<file path="config.mk">
export PLATFORM = sky130hd
export DESIGN_NAME = aos_shell
export DESIGN_NICKNAME = d
export VERILOG_FILES = /design/src/logic/aos_pkg.sv /design/src/logic/aos_shell.sv /design/src/logic/app_regfile.sv /design/src/logic/axil_softreg_bridge.sv /design/src/logic/rst_pipe.sv /design/src/logic/softreg_route_tree.sv
export VERILOG_INCLUDE_DIRS = /design/src /design/src/include
export SDC_FILE = /design/constraint.sdc
export NUM_CORES = 1
export LEC_CHECK = 0
export BUFFER_PORTS_ARGS = -buffer_cell sky130_fd_sc_hd__buf_2
export CORE_ASPECT_RATIO = 1.4
export CORE_UTILIZATION = 35
export DETAILED_ROUTE_END_ITERATION = 16
export GPL_ROUTABILITY_DRIVEN = 0
export PLACE_DENSITY = 0.53
export SKIP_LAST_GASP = 1
export SYNTH_ARGS = -nofsm -noshare
export SYNTH_HDL_FRONTEND = slang
export SYNTH_SLANG_ARGS = --single-unit
</file>
<file path="constraint.sdc">
create_clock -name clk_main_a0 -period 28.4 [get_ports clk_main_a0]
set_input_delay 0 -clock clk_main_a0 [delete_from_list [all_inputs] [get_ports clk_main_a0]]
set_output_delay 0 -clock clk_main_a0 [all_outputs]
set_load 0.02 [all_outputs]
</file>
<file path="src/include/aos_config.svh">
// --------------------
// Shell configuration
// Slot count, SoftReg address split, bus widths and app register map
// --------------------
`ifndef AOS_CONFIG_SVH
`define AOS_CONFIG_SVH

// Application slots
`define AOS_NUM_APPS      4

// Address split, each slot owns 256 bytes
`define AOS_APP_SEL_LSB   8
`define AOS_APP_SEL_W     2
// Registers are 8 bytes apart, index sits just below the slot index
`define AOS_REG_IDX_W     5

// Bus widths
`define AOS_SR_ADDR_W     32
`define AOS_SR_DATA_W     64
`define AOS_AXIL_DATA_W   32

// Reset pipe depth
`define AOS_RST_STAGES    3

// App register map, register indices
`define AOS_REG_SCRATCH0  0
`define AOS_REG_SCRATCH1  1
`define AOS_REG_SCRATCH2  2
`define AOS_REG_SCRATCH3  3
`define AOS_REG_WR_COUNT  6
`define AOS_REG_APP_ID    7

`endif

</file>
<file path="src/logic/aos_pkg.sv">
// --------------------
// SoftReg types
// Request, response and the two views of a SoftReg address
// --------------------
`default_nettype none

`include "aos_config.svh"

package aos_pkg;

	// --------------------
	// Address views
	// --------------------

	// Decoded address, high bits ignored so slots alias
	typedef struct packed {
		logic [`AOS_SR_ADDR_W-`AOS_APP_SEL_LSB-`AOS_APP_SEL_W-1:0] unused;
		logic [`AOS_APP_SEL_W-1:0]                                  app_sel;
		logic [`AOS_REG_IDX_W-1:0]                                  reg_idx;
		// Byte lane within one 64-bit register
		logic [`AOS_APP_SEL_LSB-`AOS_REG_IDX_W-1:0]                 byte_off;
	} softreg_addr_fields_t;

	// Raw word or decoded fields
	typedef union packed {
		logic [`AOS_SR_ADDR_W-1:0] raw;
		softreg_addr_fields_t      fields;
	} softreg_addr_u;

	// --------------------
	// SoftReg beats
	// --------------------

	// Request, 98 bits
	typedef struct packed {
		logic                      valid;
		logic                      is_read;
		softreg_addr_u             addr;
		logic [`AOS_SR_DATA_W-1:0] data;
	} softreg_req_t;

	// Response, 65 bits
	typedef struct packed {
		logic                      valid;
		logic [`AOS_SR_DATA_W-1:0] data;
	} softreg_resp_t;

endpackage

`default_nettype wire

</file>
<file path="src/logic/aos_shell.sv">
// --------------------
// Control register shell
// Host AXI-Lite into a SoftReg tree of per-slot register apps
// --------------------
`timescale 1ns/1ps
`default_nettype none

`include "aos_config.svh"

module aos_shell (
	input  wire logic                           clk_main_a0,
	input  wire logic                           rst_n,
	// Host AXI-Lite slave
	input  wire logic                           awvalid,
	input  wire logic [`AOS_SR_ADDR_W-1:0]      awaddr,
	output logic                                awready,
	input  wire logic                           wvalid,
	input  wire logic [`AOS_AXIL_DATA_W-1:0]    wdata,
	input  wire logic [`AOS_AXIL_DATA_W/8-1:0]  wstrb,
	output logic                                wready,
	output logic                                bvalid,
	output logic [1:0]                          bresp,
	input  wire logic                           bready,
	input  wire logic                           arvalid,
	input  wire logic [`AOS_SR_ADDR_W-1:0]      araddr,
	output logic                                arready,
	output logic                                rvalid,
	output logic [`AOS_AXIL_DATA_W-1:0]         rdata,
	output logic [1:0]                          rresp,
	input  wire logic                           rready
);

logic                   shell_rst_n;
aos_pkg::softreg_req_t  host_req;
aos_pkg::softreg_resp_t host_resp;
aos_pkg::softreg_req_t  app_req  [`AOS_NUM_APPS];
aos_pkg::softreg_resp_t app_resp [`AOS_NUM_APPS];

// --------------------
// Shell side
// --------------------

// Bridge and tree share one release point
rst_pipe shell_rst_inst (
	.clk_main_a0 (clk_main_a0),
	.rst_n       (rst_n),
	.rst_n_sync  (shell_rst_n)
);

axil_softreg_bridge bridge_inst (
	.clk_main_a0 (clk_main_a0),
	.rst_n       (shell_rst_n),
	.awvalid, .awaddr, .awready,
	.wvalid, .wdata, .wstrb, .wready,
	.bvalid, .bresp, .bready,
	.arvalid, .araddr, .arready,
	.rvalid, .rdata, .rresp, .rready,
	.sr_req      (host_req),
	.sr_resp     (host_resp)
);

softreg_route_tree #(
	.NUM_APPS (`AOS_NUM_APPS)
) tree_inst (
	.clk_main_a0 (clk_main_a0),
	.rst_n       (shell_rst_n),
	.host_req    (host_req),
	.host_resp   (host_resp),
	.app_req     (app_req),
	.app_resp    (app_resp)
);

// --------------------
// App slots
// --------------------
for (genvar g = 0; g < `AOS_NUM_APPS; g++) begin : g_app
	// Own reset per slot region
	logic app_rst_n;

	rst_pipe app_rst_inst (
		.clk_main_a0 (clk_main_a0),
		.rst_n       (rst_n),
		.rst_n_sync  (app_rst_n)
	);

	app_regfile #(
		.APP_ID (g)
	) app_inst (
		.clk_main_a0 (clk_main_a0),
		.rst_n       (app_rst_n),
		.sr_req      (app_req[g]),
		.sr_resp     (app_resp[g])
	);
end

endmodule

`default_nettype wire

</file>
<file path="src/logic/app_regfile.sv">
// --------------------
// Slot register app
// Four scratch regs, a write counter and the slot id
// --------------------
`timescale 1ns/1ps
`default_nettype none

`include "aos_config.svh"

module app_regfile #(
	parameter int APP_ID = 0
) (
	input  wire logic                  clk_main_a0,
	input  wire logic                  rst_n,
	input  wire aos_pkg::softreg_req_t sr_req,
	output aos_pkg::softreg_resp_t     sr_resp
);

// Register index sits right above the byte offset
localparam int BYTE_OFF_W  = `AOS_APP_SEL_LSB - `AOS_REG_IDX_W;
localparam int NUM_SCRATCH = 4;

logic [`AOS_REG_IDX_W-1:0]  reg_idx;
logic                       wr_en;
logic                       rd_en;
logic [`AOS_SR_DATA_W-1:0]  scratch_q [NUM_SCRATCH];
logic [`AOS_SR_DATA_W-1:0]  wr_count_q;
logic [`AOS_SR_DATA_W-1:0]  rd_data;
logic                       resp_valid_q;
logic [`AOS_SR_DATA_W-1:0]  resp_data_q;

assign reg_idx = sr_req.addr.raw[BYTE_OFF_W +: `AOS_REG_IDX_W];
assign wr_en   = sr_req.valid && !sr_req.is_read;
assign rd_en   = sr_req.valid && sr_req.is_read;

// --------------------
// Writes
// --------------------
always_ff @(posedge clk_main_a0 or negedge rst_n) begin
	if (!rst_n) begin
		for (int i = 0; i < NUM_SCRATCH; i++) begin
			scratch_q[i] <= '0;
		end
		wr_count_q <= '0;
	end else if (wr_en) begin
		// Every write counts, mapped or not
		wr_count_q <= wr_count_q + 1'b1;
		case (reg_idx)
			`AOS_REG_SCRATCH0: scratch_q[0] <= sr_req.data;
			`AOS_REG_SCRATCH1: scratch_q[1] <= sr_req.data;
			`AOS_REG_SCRATCH2: scratch_q[2] <= sr_req.data;
			`AOS_REG_SCRATCH3: scratch_q[3] <= sr_req.data;
			default: ;
		endcase
	end
end

// --------------------
// Reads
// --------------------
always_comb begin
	case (reg_idx)
		`AOS_REG_SCRATCH0: rd_data = scratch_q[0];
		`AOS_REG_SCRATCH1: rd_data = scratch_q[1];
		`AOS_REG_SCRATCH2: rd_data = scratch_q[2];
		`AOS_REG_SCRATCH3: rd_data = scratch_q[3];
		`AOS_REG_WR_COUNT: rd_data = wr_count_q;
		`AOS_REG_APP_ID:   rd_data = `AOS_SR_DATA_W'(APP_ID);
		// Unmapped reads as zero
		default:           rd_data = '0;
	endcase
end

always_ff @(posedge clk_main_a0 or negedge rst_n) begin
	if (!rst_n) begin
		resp_valid_q <= 1'b0;
	end else begin
		resp_valid_q <= rd_en;
	end
end

always_ff @(posedge clk_main_a0) begin
	if (rd_en) resp_data_q <= rd_data;
end

assign sr_resp = '{valid: resp_valid_q, data: resp_data_q};

a_resp_after_rd: assert property (@(posedge clk_main_a0) disable iff (!rst_n)
	sr_resp.valid |-> $past(sr_req.valid && sr_req.is_read));

endmodule

`default_nettype wire

</file>
<file path="src/logic/axil_softreg_bridge.sv">
// --------------------
// AXI-Lite to SoftReg bridge
// One host access at a time, issued as a single request strobe
// --------------------
`timescale 1ns/1ps
`default_nettype none

`include "aos_config.svh"

module axil_softreg_bridge (
	input  wire logic                            clk_main_a0,
	input  wire logic                            rst_n,
	// Write address
	input  wire logic                            awvalid,
	input  wire logic [`AOS_SR_ADDR_W-1:0]       awaddr,
	output logic                                 awready,
	// Write data, byte strobes not supported
	input  wire logic                            wvalid,
	input  wire logic [`AOS_AXIL_DATA_W-1:0]     wdata,
	input  wire logic [`AOS_AXIL_DATA_W/8-1:0]   wstrb,
	output logic                                 wready,
	// Write response
	output logic                                 bvalid,
	output logic [1:0]                           bresp,
	input  wire logic                            bready,
	// Read address
	input  wire logic                            arvalid,
	input  wire logic [`AOS_SR_ADDR_W-1:0]       araddr,
	output logic                                 arready,
	// Read data
	output logic                                 rvalid,
	output logic [`AOS_AXIL_DATA_W-1:0]          rdata,
	output logic [1:0]                           rresp,
	input  wire logic                            rready,
	// SoftReg side, no grant
	output aos_pkg::softreg_req_t                sr_req,
	input  wire aos_pkg::softreg_resp_t          sr_resp
);

// FSM encoding
localparam logic [1:0] S_IDLE    = 2'd0;
localparam logic [1:0] S_WR_RESP = 2'd1;
localparam logic [1:0] S_RD_WAIT = 2'd2;
localparam logic [1:0] S_RD_RESP = 2'd3;
// Zero extension of host write data
localparam int PAD_W = `AOS_SR_DATA_W - `AOS_AXIL_DATA_W;

logic [1:0]                   state_q;
logic [1:0]                   state_d;
logic                         idle;
logic                         wr_take;
logic                         rd_take;
logic                         req_valid_q;
logic                         req_is_read_q;
logic [`AOS_SR_ADDR_W-1:0]    req_addr_q;
logic [`AOS_SR_DATA_W-1:0]    req_data_q;
logic [`AOS_AXIL_DATA_W-1:0]  rdata_q;

// --------------------
// Host handshakes
// --------------------
assign idle = (state_q == S_IDLE);

// AW and W only together, never half a write
assign awready = idle && (awvalid == wvalid);
assign wready  = awready;
// Write wins over a read offered in the same cycle
assign arready = idle && !(awvalid && wvalid);

assign wr_take = idle && awvalid && wvalid;
assign rd_take = idle && arvalid && !(awvalid && wvalid);

// Next state
always_comb begin
	state_d = state_q;
	case (state_q)
		S_IDLE: begin
			if (wr_take) begin
				state_d = S_WR_RESP;
			end else if (rd_take) begin
				state_d = S_RD_WAIT;
			end
		end
		// B goes out with the request, writes get no SoftReg response
		S_WR_RESP: if (bready) state_d = S_IDLE;
		// First valid response is ours
		S_RD_WAIT: if (sr_resp.valid) state_d = S_RD_RESP;
		S_RD_RESP: if (rready) state_d = S_IDLE;
		default:   state_d = S_IDLE;
	endcase
end

always_ff @(posedge clk_main_a0 or negedge rst_n) begin
	if (!rst_n) begin
		state_q     <= S_IDLE;
		req_valid_q <= 1'b0;
	end else begin
		state_q     <= state_d;
		// One-cycle strobe per accepted access
		req_valid_q <= wr_take || rd_take;
	end
end

// Request payload
always_ff @(posedge clk_main_a0) begin
	if (wr_take) begin
		req_is_read_q <= 1'b0;
		req_addr_q    <= awaddr;
		req_data_q    <= {{PAD_W{1'b0}}, wdata};
	end else if (rd_take) begin
		req_is_read_q <= 1'b1;
		req_addr_q    <= araddr;
		req_data_q    <= '0;
	end
end

// Read data, low word only
always_ff @(posedge clk_main_a0) begin
	if ((state_q == S_RD_WAIT) && sr_resp.valid) begin
		rdata_q <= sr_resp.data[`AOS_AXIL_DATA_W-1:0];
	end
end

// --------------------
// Outputs
// --------------------
always_comb begin
	sr_req.valid    = req_valid_q;
	sr_req.is_read  = req_is_read_q;
	sr_req.addr.raw = req_addr_q;
	sr_req.data     = req_data_q;
end

assign bvalid = (state_q == S_WR_RESP);
assign rvalid = (state_q == S_RD_RESP);
assign rdata  = rdata_q;
// Always OKAY
assign bresp  = 2'b00;
assign rresp  = 2'b00;

// Each host access is exactly one request beat
a_req_single: assert property (@(posedge clk_main_a0) disable iff (!rst_n)
	sr_req.valid |=> !sr_req.valid);

a_resp_excl: assert property (@(posedge clk_main_a0) disable iff (!rst_n)
	!(bvalid && rvalid));

endmodule

`default_nettype wire

</file>
<file path="src/logic/rst_pipe.sv">
// --------------------
// Reset pipe
// Asserts at once, releases after a few clean clock edges
// --------------------
`timescale 1ns/1ps
`default_nettype none

`include "aos_config.svh"

module rst_pipe (
	input  wire logic clk_main_a0,
	input  wire logic rst_n,
	output logic      rst_n_sync
);

// Shift chain, stage 0 takes the constant one
logic [`AOS_RST_STAGES-1:0] sync_q;

// Clear asynchronously, fill with ones on the clock
always_ff @(posedge clk_main_a0 or negedge rst_n) begin
	if (!rst_n) begin
		sync_q <= '0;
	end else begin
		sync_q <= {sync_q[`AOS_RST_STAGES-2:0], 1'b1};
	end
end

// Release point for this region
assign rst_n_sync = sync_q[`AOS_RST_STAGES-1];

endmodule

`default_nettype wire

</file>
<file path="src/logic/softreg_route_tree.sv">
// --------------------
// SoftReg route tree
// Steers requests to one slot, merges slot responses back
// --------------------
`timescale 1ns/1ps
`default_nettype none

`include "aos_config.svh"

module softreg_route_tree #(
	parameter int NUM_APPS = `AOS_NUM_APPS
) (
	input  wire logic                   clk_main_a0,
	input  wire logic                   rst_n,
	// Host side
	input  wire aos_pkg::softreg_req_t  host_req,
	output aos_pkg::softreg_resp_t      host_resp,
	// Slot side
	output aos_pkg::softreg_req_t       app_req  [NUM_APPS],
	input  wire aos_pkg::softreg_resp_t app_resp [NUM_APPS]
);

logic [`AOS_APP_SEL_W-1:0]  app_sel;
logic [NUM_APPS-1:0]        hit;
logic [NUM_APPS-1:0]        req_valid_q;
logic                       req_is_read_q;
aos_pkg::softreg_addr_u     req_addr_q;
logic [`AOS_SR_DATA_W-1:0]  req_data_q;
logic [NUM_APPS-1:0]        resp_valid;
logic [`AOS_SR_DATA_W-1:0]  resp_data_or;
logic                       resp_valid_q;
logic [`AOS_SR_DATA_W-1:0]  resp_data_q;

// --------------------
// Request path
// --------------------

// Slot index from the decoded view, upper bits alias
assign app_sel = host_req.addr.fields.app_sel;

always_comb begin
	for (int i = 0; i < NUM_APPS; i++) begin
		hit[i] = host_req.valid && (app_sel == `AOS_APP_SEL_W'(i));
	end
end

// Valid per slot
always_ff @(posedge clk_main_a0 or negedge rst_n) begin
	if (!rst_n) begin
		req_valid_q <= '0;
	end else begin
		req_valid_q <= hit;
	end
end

// Payload shared by all slots, only the selected one sees valid
always_ff @(posedge clk_main_a0) begin
	if (host_req.valid) begin
		req_is_read_q <= host_req.is_read;
		req_addr_q    <= host_req.addr;
		req_data_q    <= host_req.data;
	end
end

for (genvar g = 0; g < NUM_APPS; g++) begin : g_app
	assign app_req[g] = '{valid: req_valid_q[g], is_read: req_is_read_q,
		addr: req_addr_q, data: req_data_q};
end

// --------------------
// Response path
// --------------------

// OR merge, idle slots masked off
always_comb begin
	resp_data_or = '0;
	for (int i = 0; i < NUM_APPS; i++) begin
		resp_valid[i] = app_resp[i].valid;
		if (app_resp[i].valid) begin
			resp_data_or = resp_data_or | app_resp[i].data;
		end
	end
end

always_ff @(posedge clk_main_a0 or negedge rst_n) begin
	if (!rst_n) begin
		resp_valid_q <= 1'b0;
	end else begin
		resp_valid_q <= |resp_valid;
	end
end

always_ff @(posedge clk_main_a0) begin
	if (|resp_valid) begin
		resp_data_q <= resp_data_or;
	end
end

assign host_resp = '{valid: resp_valid_q, data: resp_data_q};

// Merge is lossless only if slots never answer together
a_one_resp: assert property (@(posedge clk_main_a0) disable iff (!rst_n)
	$onehot0(resp_valid));

endmodule

`default_nettype wire

</file>
Word level (Yosys, flattened, before mapping):

Index checks and enable logic that the tools add are counted.

* register bits: 1071
* input port bits: 107
* output and inout port bits: 41
* logic and storage cells: 131

* $add $sub $neg: 4
* eq/ne operators: 16
* muxes and demuxes: 18
* bitwise gates (word level): 3
* reductions and logical operators: 45

Operators by type and width (count)
* one-hot mux 32 bit (6 select lines): 3
* adder 64 x 1 -> 64 bit (second input constant): 4
* 2-to-1 mux 32 bit: 6
* one-hot mux 32 bit (5 select lines): 1
* bitwise OR 32 bit: 3
* AND reduction 2 bit: 16
* logical AND 1 bit: 20
* 2-to-1 mux 10 bit: 2
* equality test 5 x 2 -> 1 bit (second input constant): 2
* equality test 5 x 3 -> 1 bit (second input constant): 2
* 2-to-1 mux 2 bit: 5
* equality test 2 bit (second input constant): 4
* one-hot mux 2 bit (4 select lines): 1
* != test 2 x 1 -> 1 bit (second input constant): 3
* equality test 5 x 1 -> 1 bit (second input constant): 1
* zero test 5 bit: 1
* equality test 2 x 1 -> 1 bit (second input constant): 2
* zero test 2 bit: 2
* AND reduction 4 bit: 1
* OR reduction 4 bit: 1
* != test 3 bit (second input constant): 1
* zero test 1 bit: 2
* nonzero test 2 bit: 1
* equality test 1 bit: 1
* logical OR 1 bit: 1

Logic depth before layout (Yosys ltp):

Gate-level depths: netlist (run 1).

* depth after elaboration: 7
* depth in mapped cells: 7
* gate-level depth less buffers: 5

Hierarchy:

Synthesis (run 1) repeated with hierarchy kept, for this count alone.

* cell total of the unflattened synthesis: 5625
* area total of the unflattened synthesis: 78773.0 sq um

By module, submodules not included
* app_regfile (g_app[3].app_inst): instances 1, cells an instance 1201, area an instance 16508.3 sq um
* app_regfile (g_app[0].app_inst): instances 1, cells an instance 1131, area an instance 16469.5 sq um
* app_regfile (g_app[2].app_inst): instances 1, cells an instance 1196, area an instance 16284.4 sq um
* app_regfile (g_app[1].app_inst): instances 1, cells an instance 1161, area an instance 16266.9 sq um
* softreg_route_tree: instances 1, cells an instance 685, area an instance 8799.7 sq um
* axil_softreg_bridge: instances 1, cells an instance 231, area an instance 4050.1 sq um
* rst_pipe: instances 5, cells an instance 4, area an instance 78.8 sq um

Least setup slack after synthesis (run 1):

Ideal clock, no wire load.

* kind: flip-flop to flip-flop
* start point: reg bridge_inst.state_q[1]
* end point: reg bridge_inst.req_addr_q[3], enable pin
* setup time: 0.379 ns
* arrival time: 1.966 ns
* slack: 26.054 ns
* stages on the path, launching flop included: 5
* buffers on the path: 2
* path through: dfrtp_1 -> clkbuf_1 -> nor3_1 -> clkbuf_1 -> or2_2

* longest elaborated chain between the ends: 4
* elaborated cells on any way between the ends: 6
* classes of those cells: 6 x reduce/logical

Ends and longest elaborated chain
* from (decl): RTL line axil_softreg_bridge.sv:48 `logic [1:0] state_q;`
* from (signal assigned): RTL line axil_softreg_bridge.sv:98 `state_q <= state_d;`
* zero test 2 bit *: RTL line axil_softreg_bridge.sv:62 `assign idle = (state_q == S_IDLE);`
* logical AND 1 bit (on tied branches) (2 in a row): RTL line axil_softreg_bridge.sv:71, axil_softreg_bridge.sv:70
* nonzero test 2 bit (no line) *
* to (signal assigned): RTL line axil_softreg_bridge.sv:108 `req_addr_q <= awaddr;`
* to (signal assigned): RTL line axil_softreg_bridge.sv:112 `req_addr_q <= araddr;`
* to (decl): RTL line axil_softreg_bridge.sv:55 `` logic [`AOS_SR_ADDR_W-1:0] req_addr_q; ``

Every way passes the cells marked *; elsewhere a longest branch is shown, timed or not.
A chain may end at the register's enable or synchronous reset.

==> flow_summary.yaml, run 1 <==
status:
  status: "finished, final reports clean"
pwr:
  power.leakage_nw: 20.2
  ir_drop_v: 0.0000538
  power.density_nw_per_um2: 70.1
logic_synthesis:
  ys.flop_type: "dfrtp_1"
  synth_edf_count: 269
  synth_compound_area_frac: 0.0460
  synth_top_family_by_area: "multiplexers"
  synth_xor_area_frac: 0.0280
  ys_types: 46
  synthesis.area_um2: 38700
  ys_ff_latch: 925
  async_flop_share: 0.708
  synth_cells: 2741
  synth_fa_ha_area_frac: 0.00162
  synthSimpleGateAreaFrac: 0.0798
  synth.area.mux_share: 0.188
  ys_warn_count: 0
  syn-mean-instance-area_um2: 14.1
  ys_seq_area_frac: 0.632
global_routing:
  grt_overflow: 0
  antenna_found_initial: 4
  grt_max_degree: 182
  grt_pass1_wl_um: 164000
  grt_pass1_vias: 25400
  grt_util_all_layers: 0.198
setup_path:
  worstSetupPathType: "flip-flop to asynchronous set/reset pin"
  arrival_ns: 5.03
  cp.required_ns: 29.04
  startpoint_type: "flip-flop"
  critical_path_peak_fanout: 83
  cp-end-kind: "asynchronous set/reset pin"
timing:
  grt_setup_unrepaired: "no"
  whs_ns: 0.120
  finalHoldViolCount: 0
  maxSlewViolCount: 0
  skew_ns: 0.0263
  fin_tns_setup_ns: 0
  maxSlewHeadroom: 0.0688
  fin_crit_sh: 0.155
  setup_slack_ns: 24.00
  finalSetupViolations: 0
  tightestPinTransition_ns: 1.39
  max_freq_ghz: 0.227
  post-route-min-period_ns: 4.40
drt:
  wl_per_cell_um: 25.0
  ant_nets: 0
  dr.pass1.iters: 12
  route.detailed.drc: 0
  vias_per_cell: 5.36
  routed_wl_um: 110000
  vias: 23500
  drt_iter0_drc: 2180
die:
  start_util: 0.352
  core_um2: 110000
  ios: 148
  die_w_um: 283
  die_area_um2: 112000
  row_count: 144
  die_y_um: 396
layout:
  syn_to_final_growth_pct: 14.2
  fin_util: 0.402
  layout-drive-gt1-share: 0.322
  fin_area_um2: 44200
  fin_nets: 2952
  antennaDiodeCount: 0
place:
  place_ws_ns: 23.78
  io_buffers: 89
  dp_hpwl_um: 67300
  dpl_cell_area_um2: 40600
cts:
  cts_tree: "yes"
  cts_hold_buffers: 55
  htree_num_levels: 3
  cts_buffer_depth: 3
  cts_setup_buffers: 0
  post_cts_resized: 0
  clock_latency_ns: 0.70
  numCtsBuffers: 93
  clkSinkCount: 925
  clk_pin_slew_ns: 0.06
  root_buffer: "clkbuf_16"
hold_path:
  hold_path_class: "input pin to flip-flop"
job:
  maxCapViolCount: 0
-- synthesized netlist by cell type, types with 4 or more instances --
cell,number,share of area
buf_6,14,0.0041
a21oi_1,5,0.00065
and4_1,9,0.0020
nor2_1,35,0.0034
nand4_1,37,0.0060
buf_4,6,0.0012
a222oi_1,124,0.032
clkbuf_1,115,0.011
xor2_1,47,0.011
nand3b_1,5,0.00097
and3_1,15,0.0024
buf_2,38,0.0049
dfrtp_1,655,0.42
nand4b_1,5,0.0011
nor3_1,38,0.0049
and2_1,41,0.0066
nand2_1,347,0.034
nor4_1,15,0.0024
ha_1,5,0.0016
buf_1,18,0.0017
mux2i_1,4,0.0010
xnor2_1,77,0.017
and3b_1,5,0.0011
edfxtp_1,269,0.21
o21ai_0,5,0.00065
mux2_2,627,0.18
nor2b_1,8,0.0013
nor3_4,4,0.0017
a22oi_1,64,0.012
mux2_1,16,0.0047
nand3_1,53,0.0069
nand2b_1,7,0.0011
inv_1,9,0.00087
-- final timing paths --
check	from	to	slack (ns)	cells past startpoint
worst max-delay path	g_app[0].app_rst_inst.sync_q[2]	g_app[0].app_inst.scratch_q[17]	24.00	4
min in group asynchronous	rst_n	g_app[0].app_rst_inst.sync_q[2]	0.18	3
worst min-delay path	wdata[7]	bridge_inst.req_data_q[7]	0.12	3
max in group clk_main_a0	tree_inst.req_addr_q[3]	g_app[1].app_inst.scratch_q[81]	24.50	6
worst min register to register	g_app[0].app_rst_inst.sync_q[2]	g_app[2].app_inst.scratch_q[194]	0.25	0
worst max register to register	g_app[0].app_rst_inst.sync_q[2]	g_app[0].app_inst.scratch_q[17]	24.00	4
-- layer usage --
metal  up-vias  routed length (um)  GRT usage
li1      10300                   -          -
met5         -                   0          0
met1     12300               43300      0.232
met4         0                3910     0.0774
met2       676               57500      0.362
met3       215                4930     0.0275
-- placed cells by master, fill, tap and decap left out, drive strengths merged, types with 2 or more instances in the layout --
cell         netlist  final
mux2i              4      4
and4               9      9
and3b              5      5
a21oi              5      5
nand4b             5      5
inv                9     13
a222oi           124    124
nand3b             5      5
nand4             37     37
nand2            347    347
clkbuf           115    144
buf               76    137
a22oi             64     64
conb               2      5
and2              41     41
nor3              42     42
or4                4      4
nor2              35     35
bufinv             0      2
clkinv             0     22
dfrtp            655    655
nor2b              8      8
xor2              47     47
edfxtp           269    269
dlygate4sd3        0     55
or2                2      2
mux2             643    643
xnor2             77     77
nand3             54     54
o21ai              5      5
and3              15     15
ha                 5      5
nor4              18     18
nand2b             7      7
and4b              2      2
-- metrics by stage --
stage / instances / total power [mW]
detailed placement: 4150 / 1.90
CTS: 4378 / 3.14
floorplan: 2744 / 1.77
finish: 4378 / 3.10
global placement: 4150 / 1.88
global route: 4378 / 3.22
-- worst max-delay path, cell delays in order (launching register included) --
cell	delay [ns]
dfrtp_4	0.66
buf_4	0.67
buf_4	0.89
buf_4	0.97
buf_4	0.94
-- cell families (layout without fill, tap and decap cells) --
group,Yosys count,count (layout)
muxes,647,647
adders and majority gates,5,5
DFF,925,925
AOI/OAI and AO/OA,199,199
buffers and inverters,200,374
other,2,5
xor gates and xnor gates,124,124
and+or+nand+nor,639,639
-- sequential cells by signal (all words and copies together) (netlist names) --
register	cells
g_app.app_inst.wr_count_q	128
tree_inst.req_is_read_q	1
g_app.app_inst.scratch_q	512
bridge_inst.req_valid_q	1
bridge_inst.req_data_q	32
bridge_inst.req_addr_q	7
g_app.app_rst_inst.sync_q	3
tree_inst.resp_data_q	32
tree_inst.req_data_q	32
tree_inst.resp_valid_q	1
g_app.app_inst.resp_valid_q	4
bridge_inst.req_is_read_q	1
tree_inst.req_valid_q	4
bridge_inst.rdata	32
tree_inst.req_addr_q	5
g_app.app_inst.resp_data_q	128
bridge_inst.state_q	2
-- layout make-up --
type | instances | area [um2]
Inverter | 9 | 33.8
Fill cell | 10300 | 65700
Clock buffer | 144 | 2780
Tap cell | 1460 | 1830
Multi-Input combinational cell | 1619 | 13400
Sequential cell | 925 | 24500
Clock inverter | 29 | 272
Timing Repair Buffer | 192 | 1380
-- where the power goes --
| part | total [mW] | switching (mW) | internal (mW) | leakage [nW] |
|---|---|---|---|---|
| clock network | 1.22 | 0.529 | 0.695 | 1.50 |
| registers | 1.61 | 0.112 | 1.50 | 11.7 |
| logic | 0.265 | 0.158 | 0.107 | 7.03 |
| total | 3.10 | 0.799 | 2.30 | 20.2 |
Note: power is estimated with default switching activity, not from simulation.
==> run 2, diff against run 1 <==
Settings changed: ABC_AREA set to 1.
Clock period 28.4 ns to 4.3 ns, I/O delays scaled along.
==> run 2 against run 1 <==
Combinational power increased to 6.9 times the previous value. Critical endpoint is now g_app[0].app_inst.resp_data_q[7]. Sequential power rose to 6.4 times the previous value. First-iteration DRC count grew 1.2%. Register-to-register slack got worse by 23 ns. Highest routed layer unchanged. Synthesized cell count is 54% higher. Worst hold slack worse by 0.099 ns. Area after synthesis is 0.30% higher.
==> flow_summary.yaml, run 2 <==
status:
  status: "finished, final reports clean"
layout:
  top_register: "g_app.app_inst.scratch_q"
  layout-drive-gt1-share: 0.0709
  mostFrequentLayoutCell: "nand2_1"
  syn_to_final_growth_pct: 14.2
  final_cell_mix: "nand2_1, dfrtp_1, o21ai_0"
  top_regs: "g_app.app_inst.scratch_q: 512 flops, g_app.app_inst.resp_data_q: 128 flops, g_app.app_inst.wr_count_q: 128 flops"
  fin_area_um2: 44400
  fin_util: 0.403
  instances_no_fill: 5819
  fill_cells: 11000
  fin_nets: 4392
  largest_reg_flops: 512
die:
  die_area_um2: 112000
  start_util: 0.353
  core_um2: 110000
  die_y_um: 396
  row_count: 144
  ios: 148
  die_w_um: 284
cts:
  cts_tree: "yes"
  clock_latency_ns: 0.68
  numCtsBuffers: 92
  post_cts_resized: 0
  htree_num_levels: 3
  cts_buffer_depth: 3
  root_buffer: "clkbuf_16"
  clkSinkCount: 925
  clk_pin_slew_ns: 0.06
logic_synthesis:
  ys_ff_latch: 925
  ys_seq_area_frac: 0.631
  async_flop_share: 0.708
  synth_common_cells: "nand2_1, dfrtp_1, o21ai_0, inv_1, edfxtp_1"
  ys_warn_count: 0
  synth_top_area_share: 0.422
  ys.flop_type: "dfrtp_1"
  yosys.area.top_type: "dfrtp_1"
  yosysMostFrequentCell: "nand2_1"
  ys_types: 35
  synthTopCellsByArea: "dfrtp_1, edfxtp_1, nand2_1"
  synth_cells: 4219
  synth_edf_count: 269
  synthesis.area_um2: 38800
  syn-mean-instance-area_um2: 9.20
setup_path:
  max_stage_delay_ns: 0.56
  cpMaxStageDelayCell: "clkinv_2"
  arrival_ns: 3.34
  startpoint_type: "flip-flop"
  worstSetupPathType: "flip-flop to flip-flop"
  crit_chain: "inv_1, nor2_1, nand3_1, buf_4, clkinv_2, buf_4, nand2_1, nand2_1, a21oi_1, nand3_1"
  critical_path_peak_fanout: 33
  cp-end-kind: "flip-flop"
  cp.required_ns: 4.72
timing:
  fin_tns_setup_ns: 0
  maxSlewViolCount: 0
  whs_ns: 0.0202
  grt_setup_unrepaired: "no"
  fin_crit_sh: 0.679
  setup_slack_ns: 1.38
  maxSlewHeadroom: 0.209
  finalHoldViolCount: 0
  skew_ns: 0.0136
  finalSetupViolations: 0
  max_freq_ghz: 0.343
  tightestPinTransition_ns: 1.18
  post-route-min-period_ns: 2.92
global_routing:
  grt_pass1_vias: 27800
  grt_overflow: 0
  antenna_found_initial: 2
  grt_max_degree: 140
  grt_pass1_wl_um: 167000
  grt_util_all_layers: 0.195
pwr:
  ir_drop_v: 0.000266
  power.leakage_nw: 19.6
  power.density_nw_per_um2: 460
  power_mw: 20.4
drt:
  wl_per_cell_um: 18.5
  dr.pass1.iters: 5
  routed_wl_um: 108000
  route.detailed.drc: 0
  ant_nets: 0
  vias_per_cell: 4.86
  vias: 28300
  drt_iter0_drc: 2206
job:
  maxCapViolCount: 0
place:
  dp.cells: 5591
  io_buffers: 89
  dpl_cell_area_um2: 40700
  place_ws_ns: 1.39
  dp_hpwl_um: 67100
hold_path:
  hold_path_class: "input pin to flip-flop"
-- run 2: cell types whose count changed after synthesis, sizes merged, moves of 33 or more --
cell | before | now
nand4 | 37 | 185
nand3 | 54 | 87
nor2 | 35 | 150
xnor2 | 77 | 38
a22oi | 64 | 0
and2 | 41 | 1
mux2 | 643 | 0
clkbuf | 115 | 150
a222oi | 124 | 0
nand2 | 347 | 1633
o21ai | 5 | 547
inv | 9 | 327
-- run 2: cell type report --
type	count	area [um2]	area share
Sequential cell	925	24500	0.552
Inverter	330	1240	0.0280
Clock buffer	122	2630	0.0594
Clock inverter	50	473	0.0107
Tap cell	1460	1830	0.0412
Timing Repair Buffer	187	1460	0.0328
Multi-Input combinational cell	2744	12200	0.276
Antenna cell	1	2.50	0.0000564
-- run 2: cell families after synthesis --
| kind of cell | share of synthesized area |
|---|---|
| buffers and inverters | 0.0564 |
| AND/OR/NAND/NOR | 0.220 |
| adder cells (fa/ha/maj) | 0.00161 |
| flip-flops | 0.631 |
| XOR/XNOR | 0.0192 |
| other | 0.000193 |
| AO/OA/AOI/OAI | 0.0720 |
-- run 2: what timing repair did --
item	CTS	global route
hold buffers	55	0
buffers inserted	0	0
hold endpoints to repair	45	0
-- run 2: layer usage --
layer,vias to the layer above,wire [um],share of wire,track usage
li1,13700,-,-,-
met1,13800,46900,0.43,0.250
met2,622,53500,0.50,0.339
met3,173,4550,0.042,0.0244
met4,0,2870,0.027,0.0633
met5,-,0,0,0
-- run 2: where the power goes --
part	leakage, nW	switching [mW]	internal (mW)
logic	6.39	1.39	0.435
clock network	1.51	3.54	4.80
registers	11.7	0.357	9.91
-- run 2: worst paths after layout --
check                                                start                                to  slack, ns  depth (start not counted)
setup / recovery                   tree_inst.req_addr_q[4]  g_app[0].app_inst.resp_data_q[7]       1.38                         10
hold / removal                                     awvalid         bridge_inst.req_data_q[9]       0.02                          4
setup reg to reg                   tree_inst.req_addr_q[4]  g_app[0].app_inst.resp_data_q[7]       1.38                         10
hold reg to reg            g_app[0].app_rst_inst.sync_q[2]  g_app[3].app_inst.scratch_q[210]       0.30                          0
max in group asynchronous  g_app[0].app_rst_inst.sync_q[2]   g_app[1].app_inst.scratch_q[66]       2.84                          1
min in group asynchronous                            rst_n   g_app[0].app_rst_inst.sync_q[2]       0.21                          3
-- run 2: worst max-delay path: cells and delay by family, from the launching register on --
family                 cells  cell delay, ns
AND/OR/NAND/NOR            5            0.40
flip-flops                 1            0.49
buffers and inverters      4            1.62
AO/OA/AOI/OAI              1            0.13
